`config.mk`:
```
export PLATFORM = sky130hd
export DESIGN_NAME = soc_resp_collector
export DESIGN_NICKNAME = d
export VERILOG_FILES = /design/src/soc_pkg.sv /design/src/soc_resp_collector.sv
export SDC_FILE = /design/constraint.sdc
export NUM_CORES = 1
export LEC_CHECK = 0
export BUFFER_PORTS_ARGS = -buffer_cell sky130_fd_sc_hd__buf_2
export CELL_PAD_IN_SITES_DETAIL_PLACEMENT = 0
export CELL_PAD_IN_SITES_GLOBAL_PLACEMENT = 1
export CORE_ASPECT_RATIO = 1.2
export CORE_MARGIN = 3
export CORE_UTILIZATION = 26
export DETAILED_ROUTE_END_ITERATION = 16
export PLACE_DENSITY = 0.9
export SETUP_SLACK_MARGIN = 0.1
export SYNTH_ARGS = -nofsm -noshare
export SYNTH_HDL_FRONTEND = slang
export SYNTH_SLANG_ARGS = --single-unit
```
`constraint.sdc`:
```
create_clock -name clk_i -period 4.83 [get_ports clk_i]
set_input_delay 0.7245 -clock clk_i [delete_from_list [all_inputs] [get_ports clk_i]]
set_output_delay 0.7245 -clock clk_i [all_outputs]
set_load 0.01 [all_outputs]
```
`src/soc_pkg.sv`:
```
//////////////////////////////
// SoC fabric package
// Bus widths, AXI4-Lite response codes
// and the fixed memory map
//////////////////////////////

package soc_pkg;

  // Bus types
  typedef logic [31:0] addr_t;
  typedef logic [31:0] data_t;
  typedef logic [3:0]  strb_t;

  typedef enum logic [1:0] {
    RESP_OKAY   = 2'd0,
    RESP_SLVERR = 2'd2,
    RESP_DECERR = 2'd3
  } axi_resp_e;

  localparam int unsigned WordBytes = 4;

  //////////////////////////////
  // Memory map
  //////////////////////////////

  localparam addr_t DramBase      = 32'h8000_0000;
  localparam addr_t CtrlBase      = 32'hD000_0000;
  localparam addr_t CtrlLength    = 32'h0000_1000;
  localparam addr_t ExitOffset    = 32'h0000_0000;
  localparam addr_t ScratchOffset = 32'h0000_0004;

  // Merge the strobed bytes of a new word into an old one
  function automatic data_t apply_strb(input data_t old_word, input data_t new_word,
                                       input strb_t strb);
    data_t result;
    result = old_word;
    for (int b = 0; b < WordBytes; b++) begin
      if (strb[b]) begin
        result[8*b +: 8] = new_word[8*b +: 8];
      end
    end
    return result;
  endfunction

endpackage

```
`src/soc_resp_collector.sv`:
```
//////////////////////////////
// Response collector
// Waits for the addressed target and holds the
// B or R response until the manager takes it
//////////////////////////////

`timescale 1ns/1ps

module soc_resp_collector #(
  parameter int unsigned NrBanks = 4
) (
  input  logic                             clk_i,
  input  logic                             rst_n_i,
  input  logic                             req_we_i,
  input  logic [NrBanks-1:0]               bank_req_i,
  input  logic                             ctrl_req_i,
  input  logic                             err_req_i,
  input  logic [NrBanks-1:0]               bank_rvalid_i,
  input  soc_pkg::data_t [NrBanks-1:0]     bank_rdata_i,
  input  logic                             ctrl_rvalid_i,
  input  soc_pkg::data_t                   ctrl_rdata_i,
  input  logic                             ctrl_slverr_i,
  input  logic                             b_ready_i,
  input  logic                             r_ready_i,
  output logic                             busy_o,
  output logic                             b_valid_o,
  output soc_pkg::axi_resp_e               b_resp_o,
  output logic                             r_valid_o,
  output soc_pkg::data_t                   r_data_o,
  output soc_pkg::axi_resp_e               r_resp_o
);
  import soc_pkg::*;

  typedef enum logic [1:0] {
    IDLE,
    WAIT,
    RESP
  } collector_state_e;

  collector_state_e state_q, state_d;
  logic             any_req;
  logic             target_valid;
  logic             load;
  logic             resp_taken;
  logic             is_write_q;
  data_t            data_d, data_q;
  axi_resp_e        resp_d, resp_q;

  assign any_req      = (|bank_req_i) | ctrl_req_i | err_req_i;
  assign target_valid = (|bank_rvalid_i) | ctrl_rvalid_i;

  // Pick the answering target, zero data on any error
  always_comb begin
    data_d = '0;
    resp_d = RESP_OKAY;
    for (int k = 0; k < NrBanks; k++) begin
      if (bank_rvalid_i[k]) begin
        data_d = bank_rdata_i[k];
      end
    end
    if (ctrl_rvalid_i) begin
      if (ctrl_slverr_i) begin
        resp_d = RESP_SLVERR;
      end else begin
        data_d = ctrl_rdata_i;
      end
    end
    if (err_req_i) begin
      resp_d = RESP_DECERR;
    end
  end

  //////////////////////////////
  // FSM
  //////////////////////////////

  always_comb begin
    state_d = state_q;
    load    = 1'b0;
    case (state_q)
      IDLE: begin
        if (err_req_i) begin
          state_d = RESP;
          load    = 1'b1;
        end else if (any_req) begin
          state_d = WAIT;
        end
      end
      WAIT: begin
        if (target_valid) begin
          state_d = RESP;
          load    = 1'b1;
        end
      end
      RESP: begin
        if (resp_taken) begin
          state_d = IDLE;
        end
      end
      default: state_d = IDLE;
    endcase
  end

  always_ff @(posedge clk_i or negedge rst_n_i) begin
    if (!rst_n_i) begin
      state_q    <= IDLE;
      is_write_q <= 1'b0;
    end else begin
      state_q <= state_d;
      if (state_q == IDLE && any_req) begin
        is_write_q <= req_we_i;
      end
    end
  end

  always_ff @(posedge clk_i) begin
    if (load) begin
      data_q <= data_d;
      resp_q <= resp_d;
    end
  end

  assign b_valid_o  = (state_q == RESP) & is_write_q;
  assign r_valid_o  = (state_q == RESP) & ~is_write_q;
  assign resp_taken = (b_valid_o & b_ready_i) | (r_valid_o & r_ready_i);
  assign busy_o     = any_req | (state_q != IDLE);
  assign b_resp_o   = resp_q;
  assign r_resp_o   = resp_q;
  assign r_data_o   = data_q;

endmodule

```
==> results.yml <==
outcome:
  status: "finished clean"
grt:
  use_met3_pct: 2.97
  grtUsageMet2_pct: 28.8
  grt_pass1_wl_um: 13900
  overflow: 0
  grtUsageMet1_pct: 18.7
  globalRoute.busiestLayer: "met2"
  grt_pass1_vias: 3056
  grt_max_degree: 54
  grtUsageTotal_pct: 16.2
  antenna_found_initial: 0
detailed_routing:
  initialDrtViolationCount: 183
  wl_per_cell_um: 16.0
  dr.pass1.iters: 4
  wl_um: 9520
  vias: 3059
  routed_via_density: 5.14
  antenna_left: 0
  drcViolationCount: 0
clocking:
  htreeDepth: 2
  clk_latency_ns: 0.28
  post_cts_resized: 0
  clock_path_buffers: 2
  cts_hold_buf: 0
  post_cts_buffers: 0
  cts_tree: "yes"
  cts_buffers: 5
  cts.clk_slew.worst_paths_ns: 0.07
  cts_sinks: 37
  cts_root_buf: "clkbuf_8"
placed_design:
  gp_congestion: 0.863
  portBuffers: 215
  place_hpwl_um: 7440
setup_path:
  r2r_start: "state_q[0]"
  cpPeakStageDelay_ns: 0.54
  r2r_end: "r_data_o[3]"
  crit_chain: "buf_2 -> or4_4 -> nor3_1 -> nand2_1 -> buf_2"
  path_common_cell: "buf_2"
  reg2reg_slack_ns: 3.41
  cp-startpoint: "err_req_i"
  crit_fanout: 4
  worst_ep_arrival_time_ns: 1.84
  path_class: "input pin to primary output"
  cp-endpoint: "busy_o"
  slowest_stage: "or4_4"
  cp.required_ns: 4.11
  critPathLaunchType: "input pin"
  r2r_cells: 4
  end_kind: "primary output"
layout:
  layout.nets: 651
  final_layout_size_suffix_gt1_share_pct: 49.5
  areaGrowthSynthToFinish_pct: 49.2
  layout_commonest_cell: "buf_2"
  mostFrequentLayoutCells: "215 x buf_2, 57 x a21oi_1, 34 x edfxtp_1"
  antennaDiodeCount: 0
  fin_util_pct: 40.5
synth:
  ys_warn_count: 0
  ys_seq_elements: 37
  syn_area_um2: 2500
  synth_seq_area_share_pct: 43.8
  netlist_instances: 278
  syn_area_per_cell_um2: 9.01
  syn_nets: 455
  synthDistinctLibCells: 28
floorplan:
  ios: 216
  floorplan.die_area_um2: 10800
  start_util_pct: 27.1
  die_x_um: 95.6
  coreArea_um2: 9220
  num_rows: 38
  die_h_um: 113
pwr:
  ir_drop_v: 0.000116
  total_leakage_power_nw: 1.73
  power_density_nw_per_um2: 305
min_path:
  hold_class: "input pin to asynchronous set/reset pin"
sta:
  setup-violations-final: 0
  fin_skew_ns: 0.00527
  rsz0062_at_grt: "false"
  relSlewSlack_pct: 38.1
  report.final.slew_viol_count: 0
  fin_setup_tns_ns: 0
  period_share_pct: 53.0
  worst_pin_slew_ns: 0.927
  fin_crit_ns: 2.56
  finalHoldViolCount: 0
  max_clock_freq_mhz: 391
job:
  cap_violations: 0
## logic make-up after synthesis
| logic type | Yosys count | synth area share [%] |
|---|---|---|
| and+or+nand+nor | 68 | 14.5 |
| muxes | 2 | 0.899 |
| DFF | 37 | 43.8 |
| buffers and inverters | 52 | 8.60 |
| AOI/OAI and AO/OA | 119 | 32.2 |
## synth_stat cells
| master | count | share of area, % |
|---|---|---|
| edfxtp_1 | 34 | 41 |
| a21oi_1 | 57 | 11 |
| nor2b_1 | 2 | 0.50 |
| or4_4 | 1 | 0.45 |
| clkbuf_2 | 1 | 0.20 |
| inv_1 | 22 | 3.3 |
| o31ai_2 | 1 | 0.50 |
| o2bb2ai_1 | 1 | 0.35 |
| dfrtp_1 | 3 | 3.0 |
| nor4_2 | 1 | 0.50 |
| buf_2 | 6 | 1.2 |
| nor3_1 | 2 | 0.40 |
| clkbuf_1 | 19 | 2.8 |
| mux2_1 | 1 | 0.45 |
| buf_4 | 3 | 0.90 |
| or2_2 | 1 | 0.25 |
| a21o_2 | 1 | 0.35 |
| nand2_1 | 15 | 2.2 |
| o221ai_1 | 13 | 4.5 |
| o32ai_1 | 1 | 0.35 |
| mux2_2 | 1 | 0.45 |
| o21ai_0 | 13 | 2.6 |
| nand3b_1 | 19 | 5.7 |
| nand2b_1 | 4 | 1.0 |
| a221o_1 | 19 | 7.6 |
| nor2_1 | 23 | 3.4 |
| a221oi_1 | 13 | 4.5 |
| buf_1 | 1 | 0.15 |
## flip-flops by register name (all words and copies together) (netlist names)
signal      cells
r_data_o       32
is_write_q      1
state_q         2
b_resp_o        2
## critical path, delay by kind of cell
| family | cells | cell delay [ns] |
|---|---|---|
| simple gates | 3 | 0.85 |
| buf+inv | 2 | 0.26 |
## how the worst min path moves through the flow
stage / endpoint / slack, ns / cells past startpoint
after global routing: state_q[1] / 0.21 / 1
final: state_q[1] / 0.22 / 1
after global placement: is_write_q / 0.52 / 1
after CTS: is_write_q / 0.21 / 1
after detailed placement: state_q[1] / 0.52 / 1
after floorplan: is_write_q / 0.43 / 0
## final cells by class
type / instances / area (um^2)
fill: 951 / 5490
multi-input combinational: 189 / 1200
timing repair buffer: 219 / 1110
sequential: 37 / 1100
tap: 120 / 150
clock buffer: 7 / 96.3
inverter: 22 / 82.6
clock inverter: 1 / 5.00
## where the power goes
part / internal (mW) / switching, mW
sequential: 0.467 / 0.0326
clock: 0.129 / 0.103
combinational: 0.174 / 0.232
total: 0.770 / 0.368
## per-layer routing
metal / routed length, um / vias to the layer above
li1: - / 1453
met1: 3490 / 1404
met2: 4910 / 180
met3: 865 / 22
met4: 248 / 0
met5: 0 / -
## per-stage QoR
step           area, um^2  hold WS [ns]  worst slack (ns)  cells  power, mW
2_1_floorplan        2500         0.429             0.865    278      0.716
3_3_place_gp         3630         0.523              2.17    587      0.909
3_5_place_dp         3630         0.523              2.09    587      0.920
4_1_cts              3740         0.209              2.27    595       1.16
5_1_grt              3740         0.208              2.21    595       1.22
6_report             3740         0.222              2.27    595       1.14
Power figures use the tool's default switching activity.
