File: src/soc_pkg.sv
//////////////////////////////
// SoC fabric package
// Bus widths, AXI4-Lite response codes
// and the fixed memory map
//////////////////////////////

package soc_pkg;

  // Bus types
  typedef logic [31:0] addr_t;
  typedef logic [31:0] data_t;
  typedef logic [3:0]  strb_t;

  typedef enum logic [1:0] {
    RESP_OKAY   = 2'd0,
    RESP_SLVERR = 2'd2,
    RESP_DECERR = 2'd3
  } axi_resp_e;

  localparam int unsigned WordBytes = 4;

  //////////////////////////////
  // Memory map
  //////////////////////////////

  localparam addr_t DramBase      = 32'h8000_0000;
  localparam addr_t CtrlBase      = 32'hD000_0000;
  localparam addr_t CtrlLength    = 32'h0000_1000;
  localparam addr_t ExitOffset    = 32'h0000_0000;
  localparam addr_t ScratchOffset = 32'h0000_0004;

  // Merge the strobed bytes of a new word into an old one
  function automatic data_t apply_strb(input data_t old_word, input data_t new_word,
                                       input strb_t strb);
    data_t result;
    result = old_word;
    for (int b = 0; b < WordBytes; b++) begin
      if (strb[b]) begin
        result[8*b +: 8] = new_word[8*b +: 8];
      end
    end
    return result;
  endfunction

endpackage

File: src/soc_mem_bank.sv
//////////////////////////////
// Main-memory bank
// Word array with byte strobes, one cycle of latency
//////////////////////////////

`timescale 1ns/1ps

module soc_mem_bank #(
  parameter int unsigned BankWords = 64
) (
  input  logic           clk_i,
  input  logic           rst_n_i,
  input  logic           req_i,
  input  logic           we_i,
  input  soc_pkg::addr_t addr_i,
  input  soc_pkg::data_t wdata_i,
  input  soc_pkg::strb_t strb_i,
  output logic           rvalid_o,
  output soc_pkg::data_t rdata_o
);
  import soc_pkg::*;

  localparam int unsigned RowBits = $clog2(BankWords);

  data_t              mem_q [BankWords];
  data_t              rdata_q;
  logic               rvalid_q;
  logic [RowBits-1:0] row;

  assign row = addr_i[RowBits-1:0];

  always_ff @(posedge clk_i) begin
    if (req_i) begin
      if (we_i) begin
        mem_q[row] <= apply_strb(mem_q[row], wdata_i, strb_i);
      end
      rdata_q <= mem_q[row];
    end
  end

  // Writes are acknowledged like reads
  always_ff @(posedge clk_i or negedge rst_n_i) begin
    if (!rst_n_i) begin
      rvalid_q <= 1'b0;
    end else begin
      rvalid_q <= req_i;
    end
  end

  assign rvalid_o = rvalid_q;
  assign rdata_o  = rdata_q;

endmodule

File: config.mk
export PLATFORM = sky130hd
export DESIGN_NAME = soc_mem_bank
export DESIGN_NICKNAME = d
export VERILOG_FILES = /design/src/soc_pkg.sv /design/src/soc_mem_bank.sv
export SDC_FILE = /design/constraint.sdc
export NUM_CORES = 2
export LEC_CHECK = 0
export ABC_AREA = 1
export ABC_CLOCK_PERIOD_IN_PS = 3410
export BUFFER_PORTS_ARGS = -buffer_cell sky130_fd_sc_hd__buf_2
export CAP_MARGIN = 10
export CORE_UTILIZATION = 50
export DETAILED_ROUTE_END_ITERATION = 7
export PLACE_DENSITY = 0.66
export SYNTH_ARGS = -nofsm -noshare
export SYNTH_HDL_FRONTEND = slang
export SYNTH_SLANG_ARGS = --single-unit
File: constraint.sdc
create_clock -name clk_i -period 3.41 [get_ports clk_i]
set_input_delay 0.341 -clock clk_i [delete_from_list [all_inputs] [get_ports clk_i]]
set_output_delay 0.341 -clock clk_i [all_outputs]
set_load 0.01 [all_outputs]
==> qor_table.md <==
| Stage | Metric | Value |
|:---|:---|:---|
| run status | Status | finished clean |
| sta | Number of pins exceeding their max-slew limit in the final report | 0 |
| floorplanning | I/O pin count | 105 |
| critical path | Setup crit start kind | flop |
| cts | TritonCTS clock tree | built |
| routing | Starting DRC count in detailed routing | 6,212 |
| cells and area | Non-filler instance count after layout | 11,200 |
| synth | Post-Syn Area per Cell | 10.3 sq um |
| global routing | Pin count of the biggest net entering global routing | 132 |
| synth | Number of enable-type register cells in the synthesized netlist | 2,080 |
| sta | Minimum clock period | 2650 ps |
| synth | Number of nets in the synthesized netlist | 8,617 |
| routing | Routed WL per cell | 20.8 um |
| synth | Post-synth top cells | sky130_fd_sc_hd__nand2_1 (5,825), sky130_fd_sc_hd__edfxtp_1 (2,080), sky130_fd_sc_hd__buf_2 (153) |
| sta | Worst slew margin relative to its limit | 41.7% |
| floorplanning | Effective utilization at floorplan | 50.4% |
| critical path | Crit end category | flop |
| critical path | Required time reported for the critical path endpoint | 3940 ps |
| critical path | Worst-path maximum fanout | 64 |
| synth | Synth cell types | 23 |
| cts | Source-to-sink clock delay at the later pin of the worst-skew pair | 860 ps |
| routing | First-pass detailed-route iteration total | 6 |
| global routing | Remaining Overflow, GRT | 0 |
| cells and area | Final core area utilization | 57.3% |
| pwr | Power after layout | 54,100 uW |
| placed design | DP Cell Count | 10,800 |
| routing | Vias after detailed routing | 59,100 |
| routing | Vias per cell | 5.28 |
| cts | CTS Buf Count | 203 |
| pwr | Power Density | 543 nW/um^2 |
| sta | Clk_skew | 32.4 ps |
| critical path | Arrival time reported for the critical path endpoint | 3180 ps |
| routing | Total Routed Length | 234,000 um |
| cts | Post-CTS Setup Inserts | 0 |
| synth | Top-count cell post-synth | sky130_fd_sc_hd__nand2_1 |
| sta | Final number of setup-violating endpoints | 0 |
| sta | Maximum operating frequency | 378 MHz |
| cts | Longest Clk Path Bufs | 3 |
| synth | Most used DFF post-synth | sky130_fd_sc_hd__edfxtp_1 |
| synth | Yosys warns | 0 |
| sta | Final hold vios | 0 |
| synth | Fraction of post-synthesis cell area in the top cell type by area | 71.2% |
| synth | Fraction of registers with async set or reset after synthesis | 0.0481% |
| cts | CTS root buffer | sky130_fd_sc_hd__clkbuf_16 |
| routing | Number of routed nets with antenna violations | 0 |
| placed design | Detailed-placement wirelength estimate | 129,000 um |
| sta | Worst hold slack after final layout | 69.1 ps |
| cells and area | Final #Nets | 8,792 |
| placed design | Count of input and output buffers | 78 |
| synth | Register area share after synthesis | 71.2% |
| sta | Worst slew pin tran | 875 ps |
| global routing | Via count of the first global-routing pass | 56,200 |
| synth | Number of synthesized register bits | 2,081 |
| cts | Number of H-tree levels | 4 |
| synth | Synth Cell Area | 87,700 sq um |
| placed design | Area after DPL | 93,300 sq um |
| sta | Setup repair after global routing missed its margin | false |
| placed design | Final GP Congestion | 0.830 |
| worst hold path | Worst Hold Class | in -> reg |
| flow run | Max-cap violations | 0 |
| synth | Cell type with the highest aggregate area in the netlist | sky130_fd_sc_hd__edfxtp_1 |
| sta | Final period utilization | 77.6% |
| floorplanning | Site Rows | 153 |
| floorplanning | Vert. Die Dim | 421 um |
| cells and area | Growth of design area from synthesis to finish | 13.6% |
| cells and area | Post-route cell area | 99,600 sq um |
| cells and area | Ratio of cells with drive above 1 in the final layout | 8.70% |
| floorplanning | Total Die Area | 177,000 sq um |
| cts | Total of cells resized after clock tree synthesis | 0 |
| routing | DRC violation count after routing | 0 |
| cts | Post-CTS clock slew at the launch and capture registers of the worst setup and hold paths | 60 ps |
| global routing | Antenna violations before repair | 5 |
| synth | Synthesized netlist cell count | 8,545 |
| synth | Leading cell types by total area after synthesis | sky130_fd_sc_hd__edfxtp_1 (71%), sky130_fd_sc_hd__nand2_1 (25%), sky130_fd_sc_hd__buf_6 (0.91%) |
| critical path | Setup CP Type | reg -> reg |
| global routing | Overall Global Routing Usage | 26.6% |
| pwr | Leakage | 0.0418 uW |
| cts | Clock Sink Count | 2,081 |
| pwr | Largest vdd supply drop | 0.000443 V |
| global routing | First-pass GRT wire length | 348,000 um |
| floorplanning | Horizontal extent of the die | 421 um |
| floorplanning | Core ar. | 174,000 sq um |
==> what timing repair did <==
action | 4_1_cts | 5_1_grt
hold buffers | 5 | 0
hold endpoints to repair | 25 | 0
setup endpoints to repair | 0 | 0
==> path summary, 6_finish.rpt <==
kind	cells after the start	from	end	slack [ps]
max	13	mem_q[59][20]	mem_q[54][20]	760
min	4	wdata_i[28]	mem_q[8][28]	70
max reg2reg	13	mem_q[59][20]	mem_q[54][20]	760
min reg2reg	6	mem_q[23][30]	rdata_o[30]	910
max in group asynchronous	3	rst_n_i	rvalid_o	2990
min in group asynchronous	3	rst_n_i	rvalid_o	320
==> layout make-up <==
| cell class | instances | area (sq um) |
|---|---|---|
| inverters | 34 | 159 |
| well taps | 2325 | 2910 |
| clock inverters | 117 | 883 |
| repair buffers | 395 | 4550 |
| clock buffers | 251 | 5390 |
| fillers | 14100 | 74400 |
| flip-flops and latches | 2081 | 62500 |
| diodes | 3 | 7.51 |
| multi-input cells | 6005 | 23200 |
==> state kept, by name, indices dropped and copies added, names as in the netlist <==
signal,flops
mem_q,2048
rvalid_o,1
rdata_o,32
==> placed cells by master, fill, tap and decap left out, types with 4 or more instances in the layout <==
master,count
sky130_fd_sc_hd__or2_2,4
sky130_fd_sc_hd__buf_12,139
sky130_fd_sc_hd__nor3_4,4
sky130_fd_sc_hd__clkinv_2,36
sky130_fd_sc_hd__nand2_1,5793
sky130_fd_sc_hd__nand3_1,13
sky130_fd_sc_hd__clkinv_1,57
sky130_fd_sc_hd__nor2_1,74
sky130_fd_sc_hd__bufinv_16,12
sky130_fd_sc_hd__nand2_2,32
sky130_fd_sc_hd__nor3_2,4
sky130_fd_sc_hd__o21ai_1,7
sky130_fd_sc_hd__buf_4,173
sky130_fd_sc_hd__edfxtp_1,2080
sky130_fd_sc_hd__inv_6,4
sky130_fd_sc_hd__o211ai_1,5
sky130_fd_sc_hd__clkbuf_16,209
sky130_fd_sc_hd__dlygate4sd3_1,5
sky130_fd_sc_hd__buf_2,75
sky130_fd_sc_hd__clkbuf_1,42
sky130_fd_sc_hd__inv_1,29
sky130_fd_sc_hd__nor2_4,62
==> worst max-delay path, cell delays in order, from the launching register on <==
cell	delay (ps)
sky130_fd_sc_hd__edfxtp_1	350
sky130_fd_sc_hd__nand2_1	80
sky130_fd_sc_hd__nand2_1	60
sky130_fd_sc_hd__nand2_1	60
sky130_fd_sc_hd__nand2_1	60
sky130_fd_sc_hd__nand2_1	50
sky130_fd_sc_hd__nand2_1	50
sky130_fd_sc_hd__nand2_1	60
sky130_fd_sc_hd__nand2_1	140
sky130_fd_sc_hd__nor2_1	680
sky130_fd_sc_hd__nand2_1	260
sky130_fd_sc_hd__nand2_1	130
sky130_fd_sc_hd__nand2_2	70
sky130_fd_sc_hd__buf_12	180
==> cells by family (layout without fill, tap and decap cells) <==
group / count (synthesis) / in the layout / synth area share, %
other: 0 / 3 / 0
AO/OA/AOI/OAI: 12 / 12 / 0.0827
buffers and inverters: 459 / 797 / 2.95
flip-flops: 2081 / 2081 / 71.2
AND/OR/NAND/NOR: 5993 / 5993 / 25.7
==> metrics by stage <==
step / setup TNS [ps] / setup slack [ps]
3_3_place_gp: 0 / 247
5_1_grt: 0 / 686
2_1_floorplan: -80610 / -1260
4_1_cts: 0 / 983
3_5_place_dp: 0 / 233
6_report: 0 / 763
==> metal layers <==
layer | GRT usage, % | share of wire, % | up-vias
li1 | - | - | 28000
met3 | 4.87 | 8.3 | 401
met5 | 0 | 0.012 | -
met1 | 35.9 | 41 | 28500
met4 | 9.37 | 3.3 | 4
met2 | 43.3 | 48 | 2270
==> report_power, final <==
group          internal, uW  switching, uW  total, uW  leakage [uW]
combinational          1050           2960       4000        0.0198
clock                 12000           9320      21400       0.00308
sequential            28700           21.6      28700        0.0189
No activity file was read; power rests on OpenSTA's default activity.
