--- src/soc_pkg.sv ---
//////////////////////////////
// SoC fabric package
// Bus widths, AXI4-Lite response codes
// and the fixed memory map
//////////////////////////////

package soc_pkg;

  // Bus types
  typedef logic [31:0] addr_t;
  typedef logic [31:0] data_t;
  typedef logic [3:0]  strb_t;

  typedef enum logic [1:0] {
    RESP_OKAY   = 2'd0,
    RESP_SLVERR = 2'd2,
    RESP_DECERR = 2'd3
  } axi_resp_e;

  localparam int unsigned WordBytes = 4;

  //////////////////////////////
  // Memory map
  //////////////////////////////

  localparam addr_t DramBase      = 32'h8000_0000;
  localparam addr_t CtrlBase      = 32'hD000_0000;
  localparam addr_t CtrlLength    = 32'h0000_1000;
  localparam addr_t ExitOffset    = 32'h0000_0000;
  localparam addr_t ScratchOffset = 32'h0000_0004;

  // Merge the strobed bytes of a new word into an old one
  function automatic data_t apply_strb(input data_t old_word, input data_t new_word,
                                       input strb_t strb);
    data_t result;
    result = old_word;
    for (int b = 0; b < WordBytes; b++) begin
      if (strb[b]) begin
        result[8*b +: 8] = new_word[8*b +: 8];
      end
    end
    return result;
  endfunction

endpackage

--- src/soc_addr_decoder.sv ---
//////////////////////////////
// Address decoder
// Accepts one AXI4-Lite request at a time, writes first,
// and issues a single request pulse to the selected target
//////////////////////////////

`timescale 1ns/1ps

module soc_addr_decoder #(
  parameter int unsigned NrBanks   = 4,
  parameter int unsigned BankWords = 64
) (
  input  logic                 clk_i,
  input  logic                 rst_n_i,
  input  logic                 aw_valid_i,
  input  soc_pkg::addr_t       aw_addr_i,
  input  logic                 w_valid_i,
  input  soc_pkg::data_t       w_data_i,
  input  soc_pkg::strb_t       w_strb_i,
  input  logic                 ar_valid_i,
  input  soc_pkg::addr_t       ar_addr_i,
  input  logic                 busy_i,
  output logic                 aw_ready_o,
  output logic                 w_ready_o,
  output logic                 ar_ready_o,
  output logic [NrBanks-1:0]   bank_req_o,
  output logic                 ctrl_req_o,
  output logic                 err_req_o,
  output logic                 req_we_o,
  output soc_pkg::addr_t       req_addr_o,
  output soc_pkg::data_t       req_wdata_o,
  output soc_pkg::strb_t       req_strb_o
);
  import soc_pkg::*;

  localparam addr_t       DramLength = addr_t'(NrBanks * BankWords * WordBytes);
  localparam int unsigned ByteBits   = $clog2(WordBytes);

  logic               write_pending;
  logic               can_accept;
  logic               write_hs;
  logic               read_hs;
  logic               accept;
  logic               req_full;
  logic               in_dram;
  logic               in_ctrl;
  addr_t              addr_sel;
  addr_t              word_idx;
  addr_t              bank_idx;
  addr_t              row;
  addr_t              ctrl_offset;
  logic [NrBanks-1:0] bank_sel;
  logic [NrBanks-1:0] bank_req_q;
  logic               ctrl_req_q;
  logic               err_req_q;
  logic               req_we_q;
  addr_t              req_addr_q;
  data_t              req_wdata_q;
  strb_t              req_strb_q;

  //////////////////////////////
  // Handshake
  //////////////////////////////

  assign req_full      = (|bank_req_q) | ctrl_req_q | err_req_q;
  assign can_accept    = ~req_full & ~busy_i;
  assign write_pending = aw_valid_i & w_valid_i;

  assign aw_ready_o = write_pending & can_accept;
  assign w_ready_o  = write_pending & can_accept;
  // Reads only go when no full write is waiting
  assign ar_ready_o = ar_valid_i & ~write_pending & can_accept;

  assign write_hs = aw_ready_o;
  assign read_hs  = ar_ready_o;
  assign accept   = write_hs | read_hs;

  //////////////////////////////
  // Address decode
  //////////////////////////////

  assign addr_sel    = write_pending ? aw_addr_i : ar_addr_i;
  assign in_dram     = (addr_sel >= DramBase) && (addr_sel < DramBase + DramLength);
  assign in_ctrl     = (addr_sel >= CtrlBase) && (addr_sel < CtrlBase + CtrlLength);
  assign word_idx    = (addr_sel - DramBase) >> ByteBits;
  assign bank_idx    = word_idx / addr_t'(BankWords);
  assign row         = word_idx % addr_t'(BankWords);
  assign ctrl_offset = addr_sel - CtrlBase;

  always_comb begin
    for (int k = 0; k < NrBanks; k++) begin
      bank_sel[k] = in_dram && (bank_idx == addr_t'(k));
    end
  end

  // Request pulses last exactly one cycle
  always_ff @(posedge clk_i or negedge rst_n_i) begin
    if (!rst_n_i) begin
      bank_req_q <= '0;
      ctrl_req_q <= 1'b0;
      err_req_q  <= 1'b0;
    end else begin
      bank_req_q <= accept ? bank_sel : '0;
      ctrl_req_q <= accept & in_ctrl;
      err_req_q  <= accept & ~in_dram & ~in_ctrl;
    end
  end

  always_ff @(posedge clk_i) begin
    if (accept) begin
      req_we_q    <= write_hs;
      req_addr_q  <= in_dram ? row : ctrl_offset;
      req_wdata_q <= w_data_i;
      req_strb_q  <= write_hs ? w_strb_i : '0;
    end
  end

  assign bank_req_o  = bank_req_q;
  assign ctrl_req_o  = ctrl_req_q;
  assign err_req_o   = err_req_q;
  assign req_we_o    = req_we_q;
  assign req_addr_o  = req_addr_q;
  assign req_wdata_o = req_wdata_q;
  assign req_strb_o  = req_strb_q;

endmodule

--- config.mk ---
export PLATFORM = sky130hd
export DESIGN_NAME = soc_addr_decoder
export DESIGN_NICKNAME = d
export VERILOG_FILES = /design/src/soc_pkg.sv /design/src/soc_addr_decoder.sv
export SDC_FILE = /design/constraint.sdc
export NUM_CORES = 1
export LEC_CHECK = 0
export BUFFER_PORTS_ARGS = -buffer_cell sky130_fd_sc_hd__buf_2
export CELL_PAD_IN_SITES_DETAIL_PLACEMENT = 0
export CELL_PAD_IN_SITES_GLOBAL_PLACEMENT = 2
export CORE_UTILIZATION = 29
export DETAILED_ROUTE_END_ITERATION = 8
export PLACE_DENSITY = 0.84
export SLEW_MARGIN = 20
export SYNTH_ARGS = -nofsm -noshare
export SYNTH_HDL_FRONTEND = slang
export SYNTH_SLANG_ARGS = --single-unit
--- constraint.sdc ---
create_clock -name clk_i -period 4.46 [get_ports clk_i]
set_clock_uncertainty 0.15 [all_clocks]
set_input_delay 0.223 -clock clk_i [delete_from_list [all_inputs] [get_ports clk_i]]
set_output_delay 0.223 -clock clk_i [all_outputs]
set_load 0.005 [all_outputs]
==> flow_metrics.tcl <==
set metrics [dict create \
    outcome "complete, no violations" \
    synthesis.nets 362 \
    routed_wirelength_um 10270 \
    clockRootBuffer "clkbuf_16" \
    synth_cell_type_count 48 \
    cts_num_sinks 75 \
    synth_edf_count 69 \
    number_of_global_route_vias_before_repair 2846 \
    synth_seq_cells 75 \
    antenna_cell_count 0 \
    synth_ff_type "edfxtp_1" \
    ys_async_sr_fraction 0.08000 \
    cellLeakagePower_nw 2.155 \
    dp_hpwl_um 7483 \
    worst_ep_arrival_time_ps 2950 \
    slew_violations 0 \
    vdd_drop_max_mv 0.2164 \
    synth_area_leader_cell "edfxtp_1" \
    yosysWarnings 0 \
    detail_route.first_pass.iterations 4 \
    seq_area_frac_synth 0.6558 \
    design_area_um2 5030 \
    dp_worst_setup_slack_ps 1504 \
    area_share_of_the_leading_cell_type_in_the_synthesized_netlist 0.6115 \
    grt_start_max_net_pins 72 \
    num_vias 2975 \
    grt-ovfl-total 0 \
    numCtsBuffers 9 \
    number_of_fill_cells 1076 \
    cts-htree-levels 3 \
    ioPinCount 184 \
    clock_tree_from_tritoncts "done" \
    routed_wire_length_per_instance_um 16.67 \
    maxClockFrequency_mhz 353.9 \
    crit-reg2reg-launch "bank_req_o[2]" \
    min_path_type "in2reg" \
    global_route.usage.met2 0.2871 \
    r2r_slack_ps 1630 \
    drt_drc 0 \
    post-cts-setup-buffers 0 \
    synthesis.area_per_instance_um2 13.39 \
    coreArea_um2 11420 \
    cellPowerDensity_nw_per_um2 353.7 \
    netlist_instances 253 \
    place.detailed.instances 567 \
    gp_congestion 0.7577 \
    worst-path-max-fanout 71 \
    regToRegEndpoint "bank_req_o[0]" \
    nNetsFinal 577 \
    setup_ws_ps 1634 \
    die_height_um 110.1 \
    worstSetupStartpointType "register" \
    drive_gt1_frac 0.4630 \
    unrepaired_setup_endpoints_after_global_routing "false" \
    timing.setup.critical_path_class "reg2reg" \
    floorplan.rows 39 \
    grt_use_total 0.1624 \
    ant_nets 0 \
    tightestPinTransition_ps 1012 \
    area_growth_pct 48.45 \
    cap_viol_max_count 0 \
    post_synth_main_area_contributors "edfxtp_1 (61%), nand2_1 (4.8%), dfrtp_1 (4.4%), a21oi_1 (3.8%), mux2i_1 (2.7%)" \
    timing.reg2reg.worst_path_depth 5 \
    cts-root-to-sink-buffers 2 \
    busiest_layer "met2" \
    crit_path_cell_trace "or4_4, nor4_4, o21a_4, nand4_4, o21ba_4" \
    fin_crit_ps 2826 \
    effective_utilization_at_floorplan 0.2967 \
    max-slew-margin-rel 0.3253 \
    hold_path_depth 3 \
    worst_path_largest_cell_delay_ps 820 \
    worst_setup_hold_path_clk_slew_ps 60 \
    clk_latency_ps 330 \
    drt-vias-per-instance 4.830 \
    grt_pass1_wl_um 14470 \
    synth.top_cells.by_count "edfxtp_1 (69), nand2_1 (43), a21oi_1 (26)" \
    grt_util_met1 0.1933 \
    dr.first_iter.drc_count 152 \
    place.port_buffers 183 \
    finalCritPeriodShare 0.6335 \
    fin_tns_setup_ps 0 \
    initial_antenna_violation_count 0 \
    slowest_stage_cell_on_the_critical_path "o21a_4" \
    fp.dieW_um 110.1 \
    finish.cell_count_without_fillers 616 \
    dieArea_um2 12120 \
    netlist_area_um2 3388 \
    worst_setup_path_startpoint "bank_req_o[2]" \
    setup_viol_count_final 0 \
    crit_path_end "bank_req_o[0]" \
    groute.layer.met3.usage 0.02763 \
    timing_hold_violations_final 0 \
    synth.most_common_cell "edfxtp_1" \
    required_arrival_time_at_the_worst_endpoint_ps 4580 \
    end_kind "register" \
    detailed_place.area_um2 4408 \
]
==> metal layers <==
| layer | part of all wire | routed length, um |
|---|---|---|
| met3 | 0.077 | 794 |
| met5 | 0 | 0 |
| met1 | 0.42 | 4302 |
| met2 | 0.49 | 4999 |
| met4 | 0.017 | 172 |
==> metrics by stage <==
step           hold WS, ps  power, mW  utilization
5_1_grt              62.98      1.855       0.4405
2_1_floorplan       -222.6     0.9448            -
6_report             45.28      1.779       0.4405
3_5_place_dp        -100.2      1.068       0.3860
3_3_place_gp        -104.9      1.063       0.3860
4_1_cts              37.95      1.798       0.4405
==> what timing repair did <==
action                                  in CTS  in global routing
hold buffers                                33                  0
resized for setup                            0                  0
endpoints found under the setup margin       0                  0
endpoints found under the hold margin       38                  0
==> cells in the final DEF, fill, tap and decap left out, drive strengths merged, types with 4 or more instances in the layout <==
cell type,instances
buf,185
edfxtp,69
nand2,43
dlygate4sd3,33
a21oi,26
nor4,11
mux2i,9
clkbuf,9
nand3,7
nor2,6
dfrtp,6
and3,5
nand3b,5
a211oi,5
inv,5
o21ai,4
==> state kept, by name, summed over array words and instances (netlist names) <==
| signal | flops |
|---|---|
| bank_req_o | 4 |
| ctrl_req_o | 1 |
| err_req_o | 1 |
| req_addr_o | 32 |
| req_strb_o | 4 |
| req_wdata_o | 32 |
| req_we_o | 1 |
==> worst min path at each step <==
stage	from	end	slack, ps
2_1_floorplan	rst_n_i	bank_req_o[0]	-220
3_3_place_gp	rst_n_i	bank_req_o[3]	-100
3_5_place_dp	rst_n_i	bank_req_o[0]	-100
4_1_cts	aw_addr_i[8]	bank_req_o[3]	40
5_1_grt	ar_addr_i[8]	bank_req_o[1]	60
6_report	aw_addr_i[8]	bank_req_o[3]	50
==> where the power goes <==
part | internal, mW | switching, mW
clock network | 0.430 | 0.276
logic | 0.114 | 0.124
registers | 0.824 | 0.0107
total | 1.37 | 0.411
==> area by class of cell <==
cell class | count | area, um2 | share of cell area
Inverter | 4 | 15.01 | 0.002985
Sequential cell | 75 | 2222 | 0.4418
Timing Repair Buffer | 218 | 1261 | 0.2507
Multi-Input combinational cell | 160 | 1061 | 0.2109
Clock buffer | 9 | 225.2 | 0.04478
Tap cell | 143 | 178.9 | 0.03557
Clock inverter | 7 | 66.31 | 0.01318
==> kinds of logic after synthesis <==
logic type	share of synthesized area
buffers and inverters	0.03175
AND/OR/NAND/NOR	0.1503
flip-flops	0.6558
multiplexers	0.04985
XOR/XNOR	0.005171
AO/OA/AOI/OAI	0.09601
adder cells (fa/ha/maj)	0.01108
==> critical path, delay by kind of cell (launching register included) <==
| kind | cells | cell delay [ps] |
|---|---|---|
| and+or+nand+nor | 3 | 1050 |
| AOI/OAI and AO/OA | 2 | 1110 |
| DFF | 1 | 370 |
(Power assumes the default switching activity.)
