File: config.mk
export PLATFORM = sky130hd
export DESIGN_NAME = soc_ctrl_regs
export DESIGN_NICKNAME = d
export VERILOG_FILES = /design/src/soc_pkg.sv /design/src/soc_ctrl_regs.sv
export SDC_FILE = /design/constraint.sdc
export NUM_CORES = 1
export LEC_CHECK = 0
export ABC_AREA = 1
export BUFFER_PORTS_ARGS = -buffer_cell sky130_fd_sc_hd__buf_2
export CAP_MARGIN = 20
export CORE_MARGIN = 2
export CORE_UTILIZATION = 51
export DETAILED_ROUTE_END_ITERATION = 10
export PLACE_DENSITY_LB_ADDON = 0.25
export SKIP_CTS_REPAIR_TIMING = 1
export SYNTH_ARGS = -nofsm -noshare
export SYNTH_HDL_FRONTEND = slang
export SYNTH_SLANG_ARGS = --single-unit
export TNS_END_PERCENT = 5
File: constraint.sdc
create_clock -name clk_i -period 0.8 [get_ports clk_i]
set_input_delay 0.04 -clock clk_i [delete_from_list [all_inputs] [get_ports clk_i]]
set_output_delay 0.04 -clock clk_i [all_outputs]
set_load 0.05 [all_outputs]
File: src/soc_pkg.sv
//////////////////////////////
// SoC fabric package
// Bus widths, AXI4-Lite response codes
// and the fixed memory map
//////////////////////////////

package soc_pkg;

  // Bus types
  typedef logic [31:0] addr_t;
  typedef logic [31:0] data_t;
  typedef logic [3:0]  strb_t;

  typedef enum logic [1:0] {
    RESP_OKAY   = 2'd0,
    RESP_SLVERR = 2'd2,
    RESP_DECERR = 2'd3
  } axi_resp_e;

  localparam int unsigned WordBytes = 4;

  //////////////////////////////
  // Memory map
  //////////////////////////////

  localparam addr_t DramBase      = 32'h8000_0000;
  localparam addr_t CtrlBase      = 32'hD000_0000;
  localparam addr_t CtrlLength    = 32'h0000_1000;
  localparam addr_t ExitOffset    = 32'h0000_0000;
  localparam addr_t ScratchOffset = 32'h0000_0004;

  // Merge the strobed bytes of a new word into an old one
  function automatic data_t apply_strb(input data_t old_word, input data_t new_word,
                                       input strb_t strb);
    data_t result;
    result = old_word;
    for (int b = 0; b < WordBytes; b++) begin
      if (strb[b]) begin
        result[8*b +: 8] = new_word[8*b +: 8];
      end
    end
    return result;
  endfunction

endpackage

File: src/soc_ctrl_regs.sv
//////////////////////////////
// Control registers
// Exit and scratch registers, one cycle of latency
//////////////////////////////

`timescale 1ns/1ps

module soc_ctrl_regs (
  input  logic           clk_i,
  input  logic           rst_n_i,
  input  logic           req_i,
  input  logic           we_i,
  input  soc_pkg::addr_t addr_i,
  input  soc_pkg::data_t wdata_i,
  input  soc_pkg::strb_t strb_i,
  output logic           rvalid_o,
  output soc_pkg::data_t rdata_o,
  output logic           slverr_o,
  output soc_pkg::data_t exit_o
);
  import soc_pkg::*;

  logic  hit_exit;
  logic  hit_scratch;
  logic  rvalid_q;
  logic  slverr_q;
  data_t exit_q;
  data_t scratch_q;
  data_t rdata_q;

  assign hit_exit    = (addr_i == ExitOffset);
  assign hit_scratch = (addr_i == ScratchOffset);

  always_ff @(posedge clk_i or negedge rst_n_i) begin
    if (!rst_n_i) begin
      rvalid_q  <= 1'b0;
      slverr_q  <= 1'b0;
      exit_q    <= '0;
      scratch_q <= '0;
    end else begin
      rvalid_q <= req_i;
      if (req_i) begin
        // Unknown offsets leave both registers alone
        slverr_q <= ~(hit_exit | hit_scratch);
        if (we_i && hit_exit) begin
          exit_q <= apply_strb(exit_q, wdata_i, strb_i);
        end
        if (we_i && hit_scratch) begin
          scratch_q <= apply_strb(scratch_q, wdata_i, strb_i);
        end
      end
    end
  end

  always_ff @(posedge clk_i) begin
    if (req_i) begin
      rdata_q <= hit_exit ? exit_q : (hit_scratch ? scratch_q : '0);
    end
  end

  assign rvalid_o = rvalid_q;
  assign rdata_o  = rdata_q;
  assign slverr_o = slverr_q;
  assign exit_o   = exit_q;

endmodule

==> impl_metrics.env, run 1 <==
export IMPL_status="finished, violations left"
export IMPL_failed_checks="negative hold slack, negative setup slack"
export IMPL_grt_pass1_vias=3821
export IMPL_final_util_pct=78.38
export IMPL_cts_buffer_depth=2
export IMPL_rsz0062_at_grt="yes"
export IMPL_slew_headroom_pct=75.36
export IMPL_remaining_drc_errors=0
export IMPL_synth_top_area_share_pct=36.93
export IMPL_ant_nets=0
export IMPL_synth_xor_area_share_pct=0
export IMPL_routed_wl_mm=12.90
export IMPL_fin_worst_skew_ns=0.01192
export IMPL_num_antenna_cells=0
export IMPL_peakVddDrop_v=0.0007462
export IMPL_io_buffers=137
export IMPL_die_area_um2=9534
export IMPL_syn_inst=472
export IMPL_finalHoldViolCount=2
export IMPL_synthMuxAreaShare_pct=0
export IMPL_fin_area_um2=6735
export IMPL_layout_setup_ws_ns=-0.2137
export IMPL_cp_required_ns=1.04
export IMPL_path_class="in2reg"
export IMPL_ys_top_cells_by_area="dfrtp_1 37%, edfxtp_1 21%, nand2_1 17%"
export IMPL_period_needed_ns=1.014
export IMPL_avgViaCountPerCell=5.445
export IMPL_fill_cells=554
export IMPL_yosys_warnings=0
export IMPL_cp_end_kind="register"
export IMPL_fin_crit_sh_pct=126.7
export IMPL_cap_violations=0
export IMPL_ys_seq_area_share_pct=58.42
export IMPL_synth_compound_area_share_pct=0.2238
export IMPL_avgRoutedWirePerCell_um=16.22
export IMPL_powerDensity_nw_per_um2=1406
export IMPL_setup_viol=162
export IMPL_max_freq_ghz=0.9865
export IMPL_cts_htree_levels=3
export IMPL_leakage_nw=3.401
export IMPL_dp_hpwl_mm=7.777
export IMPL_final_cells=795
export IMPL_drive_above_1_share_pct=40.47
export IMPL_areaGrowthSynthToFinish_pct=50.62
export IMPL_initial_core_util_pct=52.04
export IMPL_worstSetupStartpointType="primary input"
export IMPL_hold_slack_ns=-0.01394
export IMPL_clk_pin_slew_ns=0.09
export IMPL_crit_chain="buf_6, nor2_4, nand2_2, nor2_4, nand2_8, nor2_8, nand3_2, buf_6, nand2_2, nand2_1"
export IMPL_die_w_um=97.64
export IMPL_synth_fp_nets=544
export IMPL_mappedNetlistArea_um2=4472
export IMPL_dr_pass1_iters=5
export IMPL_vias=4329
export IMPL_synth_seq_cells=98
export IMPL_synth_adder_area_share_pct=0
export IMPL_drtIter0Drc=259
export IMPL_grt_overflow_total=0
export IMPL_tightest_slew_ns=0.3696
export IMPL_root_buffer="clkbuf_8"
export IMPL_core_um2=8593
export IMPL_synth_avg_cell_area_um2=9.474
export IMPL_core_rowCount=34
export IMPL_gp_congestion=0.8331
export IMPL_synthDistinctLibCells=23
export IMPL_track_usage_pct=22.76
export IMPL_placed_area_um2=5484
export IMPL_fin_nets=754
export IMPL_grt_pass1_wl_mm=17.51
export IMPL_synth_top_family_by_area="simple AND/OR/NAND/NOR gates"
export IMPL_hold_class="in2reg"
export IMPL_io_pins=138
export IMPL_cts_tree="built"
export IMPL_slew_viol_final=0
export IMPL_cpPeakStageDelay_ns=0.25
export IMPL_p_total_mw=9.473
export IMPL_dpl_cell_count=731
export IMPL_clk_insertion_delay_late_ns=0.36
export IMPL_cts_sinks=98
export IMPL_antenna_found_initial=0
export IMPL_die_h_um=97.64
export IMPL_cts_made_buffers=9
export IMPL_crit_slowest_cell="nor2_8"
export IMPL_yosysTopAreaCell="dfrtp_1"
export IMPL_grt_max_degree=67
export IMPL_yosys_area_share_simple_pct=35.56
export IMPL_path_max_fanout=8
export IMPL_critPathArrivalTime_ns=1.25
==> critical path, delay by kind of cell <==
| family | cells | cell delay (ns) |
|---|---|---|
| and+or+nand+nor | 8 | 0.95 |
| buffers and inverters | 2 | 0.26 |
==> Yosys cell counts <==
cell type,n
buf_6,6
buf_8,4
nand4_1,64
o21ai_0,1
nor2_1,18
buf_2,8
nand2_4,2
nor2_4,1
clkinv_1,4
nand2_2,1
dfrtp_1,66
a21oi_1,1
nand3_1,30
nand2_1,206
nor2_2,3
edfxtp_1,32
nand3_2,10
nor2_8,2
buf_12,1
inv_1,2
buf_4,3
buf_1,2
clkbuf_1,5
==> cells in the final DEF, fill, tap and decap left out, types with 2 or more instances in the layout <==
cell,n
buf_12,6
buf_2,87
buf_4,33
buf_6,65
clkbuf_1,2
clkbuf_16,3
clkbuf_8,9
clkinv_1,4
dfrtp_1,66
dlygate4sd3_1,32
edfxtp_1,32
inv_1,2
inv_6,2
nand2_1,185
nand2_2,20
nand2_4,3
nand3_1,19
nand3_2,20
nand4_1,64
nor2_2,7
nor2_4,16
nor2_8,2
==> sequential cells by signal, indices dropped and copies added (netlist names) <==
name / cells
exit_o: 32
rdata_o: 32
rvalid_o: 1
scratch_q: 32
slverr_o: 1
==> power by group <==
group	internal, mW	leakage, nW	switching, mW
logic	0.472	2.10	0.777
registers	5.26	1.22	0.0294
clock network	1.16	0.0843	1.78
==> per-layer routing <==
metal	part of all wire [%]	track usage, %	vias to the layer above
li1	-	-	2027
met1	38	29.02	2082
met2	53	38.67	182
met3	5.6	3.381	38
met4	3.1	10.04	0
met5	0	0	-
==> path summary, 6_finish.rpt <==
check	slack, ns	from	to	depth (start not counted)
worst min register to register	0.49	scratch_q[30]	scratch_q[30]	2
max in group asynchronous	0.27	rst_n_i	exit_o[30]	3
worst min-delay path	-0.01	wdata_i[17]	scratch_q[17]	3
worst max-delay path	-0.21	addr_i[22]	scratch_q[16]	10
min in group asynchronous	0.21	rst_n_i	exit_o[20]	3
worst max register to register	-0.11	exit_o[25]	rdata_o[25]	3
==> cell type report <==
class | count | area, um^2 | area share, %
multi-input combinational | 341 | 1864 | 27.68
clock buffer | 11 | 131.4 | 1.951
clock inverter | 5 | 38.79 | 0.5759
inverter | 6 | 22.52 | 0.3344
tap | 108 | 135.1 | 2.006
timing repair buffer | 226 | 1931 | 28.66
sequential | 98 | 2613 | 38.79
==> logic make-up (layout without fill, tap and decap cells) <==
group,after synthesis,after routing
flops,98,98
compound gates,2,2
simple gates,337,339
buf+inv,35,248
==> stage by stage <==
stage | setup WS, ns | setup TNS (ns)
4_1_cts | -0.2999 | -29.25
3_5_place_dp | -0.5774 | -51.13
2_1_floorplan | -0.2769 | -23.09
6_report | -0.2137 | -24.28
3_3_place_gp | -0.5306 | -48.29
5_1_grt | -0.2661 | -30.47
Power figures use the tool's default switching activity.
==> run 2, diff against run 1 <==
Settings changed: SKIP_CTS_REPAIR_TIMING 1 to default.
==> impl_metrics.env, run 2 (synthesized netlist as in run 1, its figures left out) <==
export IMPL_gp_congestion=0.8331
export IMPL_placed_area_um2=5484
export IMPL_final_cells=797
export IMPL_critPathArrivalTime_ns=1.26
export IMPL_cp_required_ns=1.04
export IMPL_rsz0062_at_grt="yes"
export IMPL_antenna_found_initial=1
export IMPL_max_freq_ghz=0.9741
export IMPL_multi_input_area_um2=1909
export IMPL_final_cell_mix="173 x nand2_1, 86 x buf_6, 66 x dfrtp_1"
export IMPL_core_rowCount=34
export IMPL_cap_violations=0
export IMPL_cts_sinks=98
export IMPL_hold_class="in2reg"
export IMPL_failed_checks="negative setup slack"
export IMPL_fin_crit_sh_pct=128.3
export IMPL_core_um2=8593
export IMPL_io_buffers=137
export IMPL_pwr_share_seq_pct=55.5
export IMPL_avgViaCountPerCell=5.567
export IMPL_powerDensity_nw_per_um2=1369
export IMPL_crit_family="simple AND/OR/NAND/NOR gates"
export IMPL_share_comb_of_total_power_pct=14.1
export IMPL_setup_viol=163
export IMPL_track_usage_pct=25.78
export IMPL_avgRoutedWirePerCell_um=17.08
export IMPL_remaining_drc_errors=0
export IMPL_met1_usage_pct=32.02
export IMPL_areaGrowthSynthToFinish_pct=56.13
export IMPL_fin_nets=755
export IMPL_cp_end_kind="register"
export IMPL_die_area_um2=9534
export IMPL_hold_slack_ns=0.04564
export IMPL_internal_power_mw=6.977
export IMPL_crit_slowest_cell="buf_12"
export IMPL_dr_pass1_iters=6
export IMPL_status="finished, violations left"
export IMPL_initial_core_util_pct=52.04
export IMPL_dpl_cell_count=731
export IMPL_routed_wl_mm=13.61
export IMPL_grt_pass1_vias=4232
export IMPL_grt_pass1_wl_mm=19.69
export IMPL_drtIter0Drc=283
export IMPL_cts_htree_levels=3
export IMPL_cts_tree="built"
export IMPL_peakVddDrop_v=0.0007933
export IMPL_mostFrequentLayoutCell="nand2_1"
export IMPL_dp_hpwl_mm=7.777
export IMPL_cpPeakStageDelay_ns=0.17
export IMPL_finalHoldViolCount=0
export IMPL_cts_made_buffers=9
export IMPL_clk_pin_slew_ns=0.09
export IMPL_worstSetupStartpointType="primary input"
export IMPL_power_frac_clock_pct=30.4
export IMPL_period_needed_ns=1.027
export IMPL_grt_busiest_layer="met2"
export IMPL_fill_cells=509
export IMPL_fin_worst_skew_ns=0.01081
export IMPL_p_switching_mw=2.584
export IMPL_die_w_um=97.64
export IMPL_grt_max_degree=67
export IMPL_dp_slack_ns=-0.5774
export IMPL_drive_above_1_share_pct=43.02
export IMPL_p_total_mw=9.561
export IMPL_slew_headroom_pct=74.98
export IMPL_final_setup_tns_ns=-24.57
export IMPL_leakage_nw=3.488
export IMPL_cp_common_cell="nand2_2"
export IMPL_grtUsageMet3_pct=3.813
export IMPL_path_max_fanout=8
export IMPL_path_class="in2reg"
export IMPL_final_util_pct=81.25
export IMPL_fin_area_um2=6982
export IMPL_crit_chain="buf_6, nor2_2, nand2_2, nor2_4, nand2_4, nor2_8, buf_12, nand3_4, nand2_2, nand2_1"
export IMPL_clk_insertion_delay_late_ns=0.36
export IMPL_root_buffer="clkbuf_8"
export IMPL_p_sw_share_pct=27.03
export IMPL_vias=4437
export IMPL_tightest_slew_ns=0.3753
export IMPL_die_h_um=97.64
export IMPL_ant_nets=0
export IMPL_layout_setup_ws_ns=-0.2266
export IMPL_cts_buffer_depth=2
export IMPL_grt_overflow_total=0
export IMPL_slew_viol_final=0
export IMPL_grtUsageMet2_pct=44.46
export IMPL_path_buf_inv=2
export IMPL_io_pins=138
export IMPL_regArea_um2=2613
==> run 2: final timing paths <==
path	start	endpoint	slack [ns]	cells past startpoint
worst max-delay path	addr_i[28]	scratch_q[20]	-0.23	10
worst min-delay path	req_i	rdata_o[22]	0.05	2
worst max register to register	exit_o[24]	rdata_o[24]	-0.12	3
worst min register to register	scratch_q[16]	scratch_q[16]	0.50	2
max in group asynchronous	rst_n_i	scratch_q[5]	0.27	3
min in group asynchronous	rst_n_i	exit_o[24]	0.22	3
==> run 2: what timing repair did <==
| item | CTS | global route |
|---|---|---|
| gates cloned | 0 | 4 |
| setup endpoints to repair | 163 | 163 |
| endpoints found under the hold margin | 130 | 0 |
| pin swaps | 17 | 41 |
| hold buffers | 33 | 0 |
| gates resized for setup | 148 | 86 |
| setup buffers | 8 | 5 |
==> run 2: layout make-up <==
cell class                 instances  area share (%)
clock inverter                     5          0.5556
tap                              108           1.935
timing repair buffer             228           30.50
antenna                            1         0.03584
inverter                           6          0.3226
multi-input combinational        340           27.35
sequential                        98           37.42
clock buffer                      11           1.882
==> run 2: metal layers <==
metal	vias to the layer above	wire length, um
met5	-	0
met1	2121	4879
li1	2034	-
met2	247	7356
met4	0	398
met3	35	978
==> run 2: power groups by stage <==
stage | logic (mW) | clock network, mW | registers (mW)
floorplan | 0.141 | 0 | 5.72
global placement | 0.984 | 0 | 5.38
detailed placement | 0.994 | 0 | 5.39
CTS | 1.24 | 2.94 | 5.31
global route | 1.42 | 3.07 | 5.32
finish | 1.35 | 2.90 | 5.31
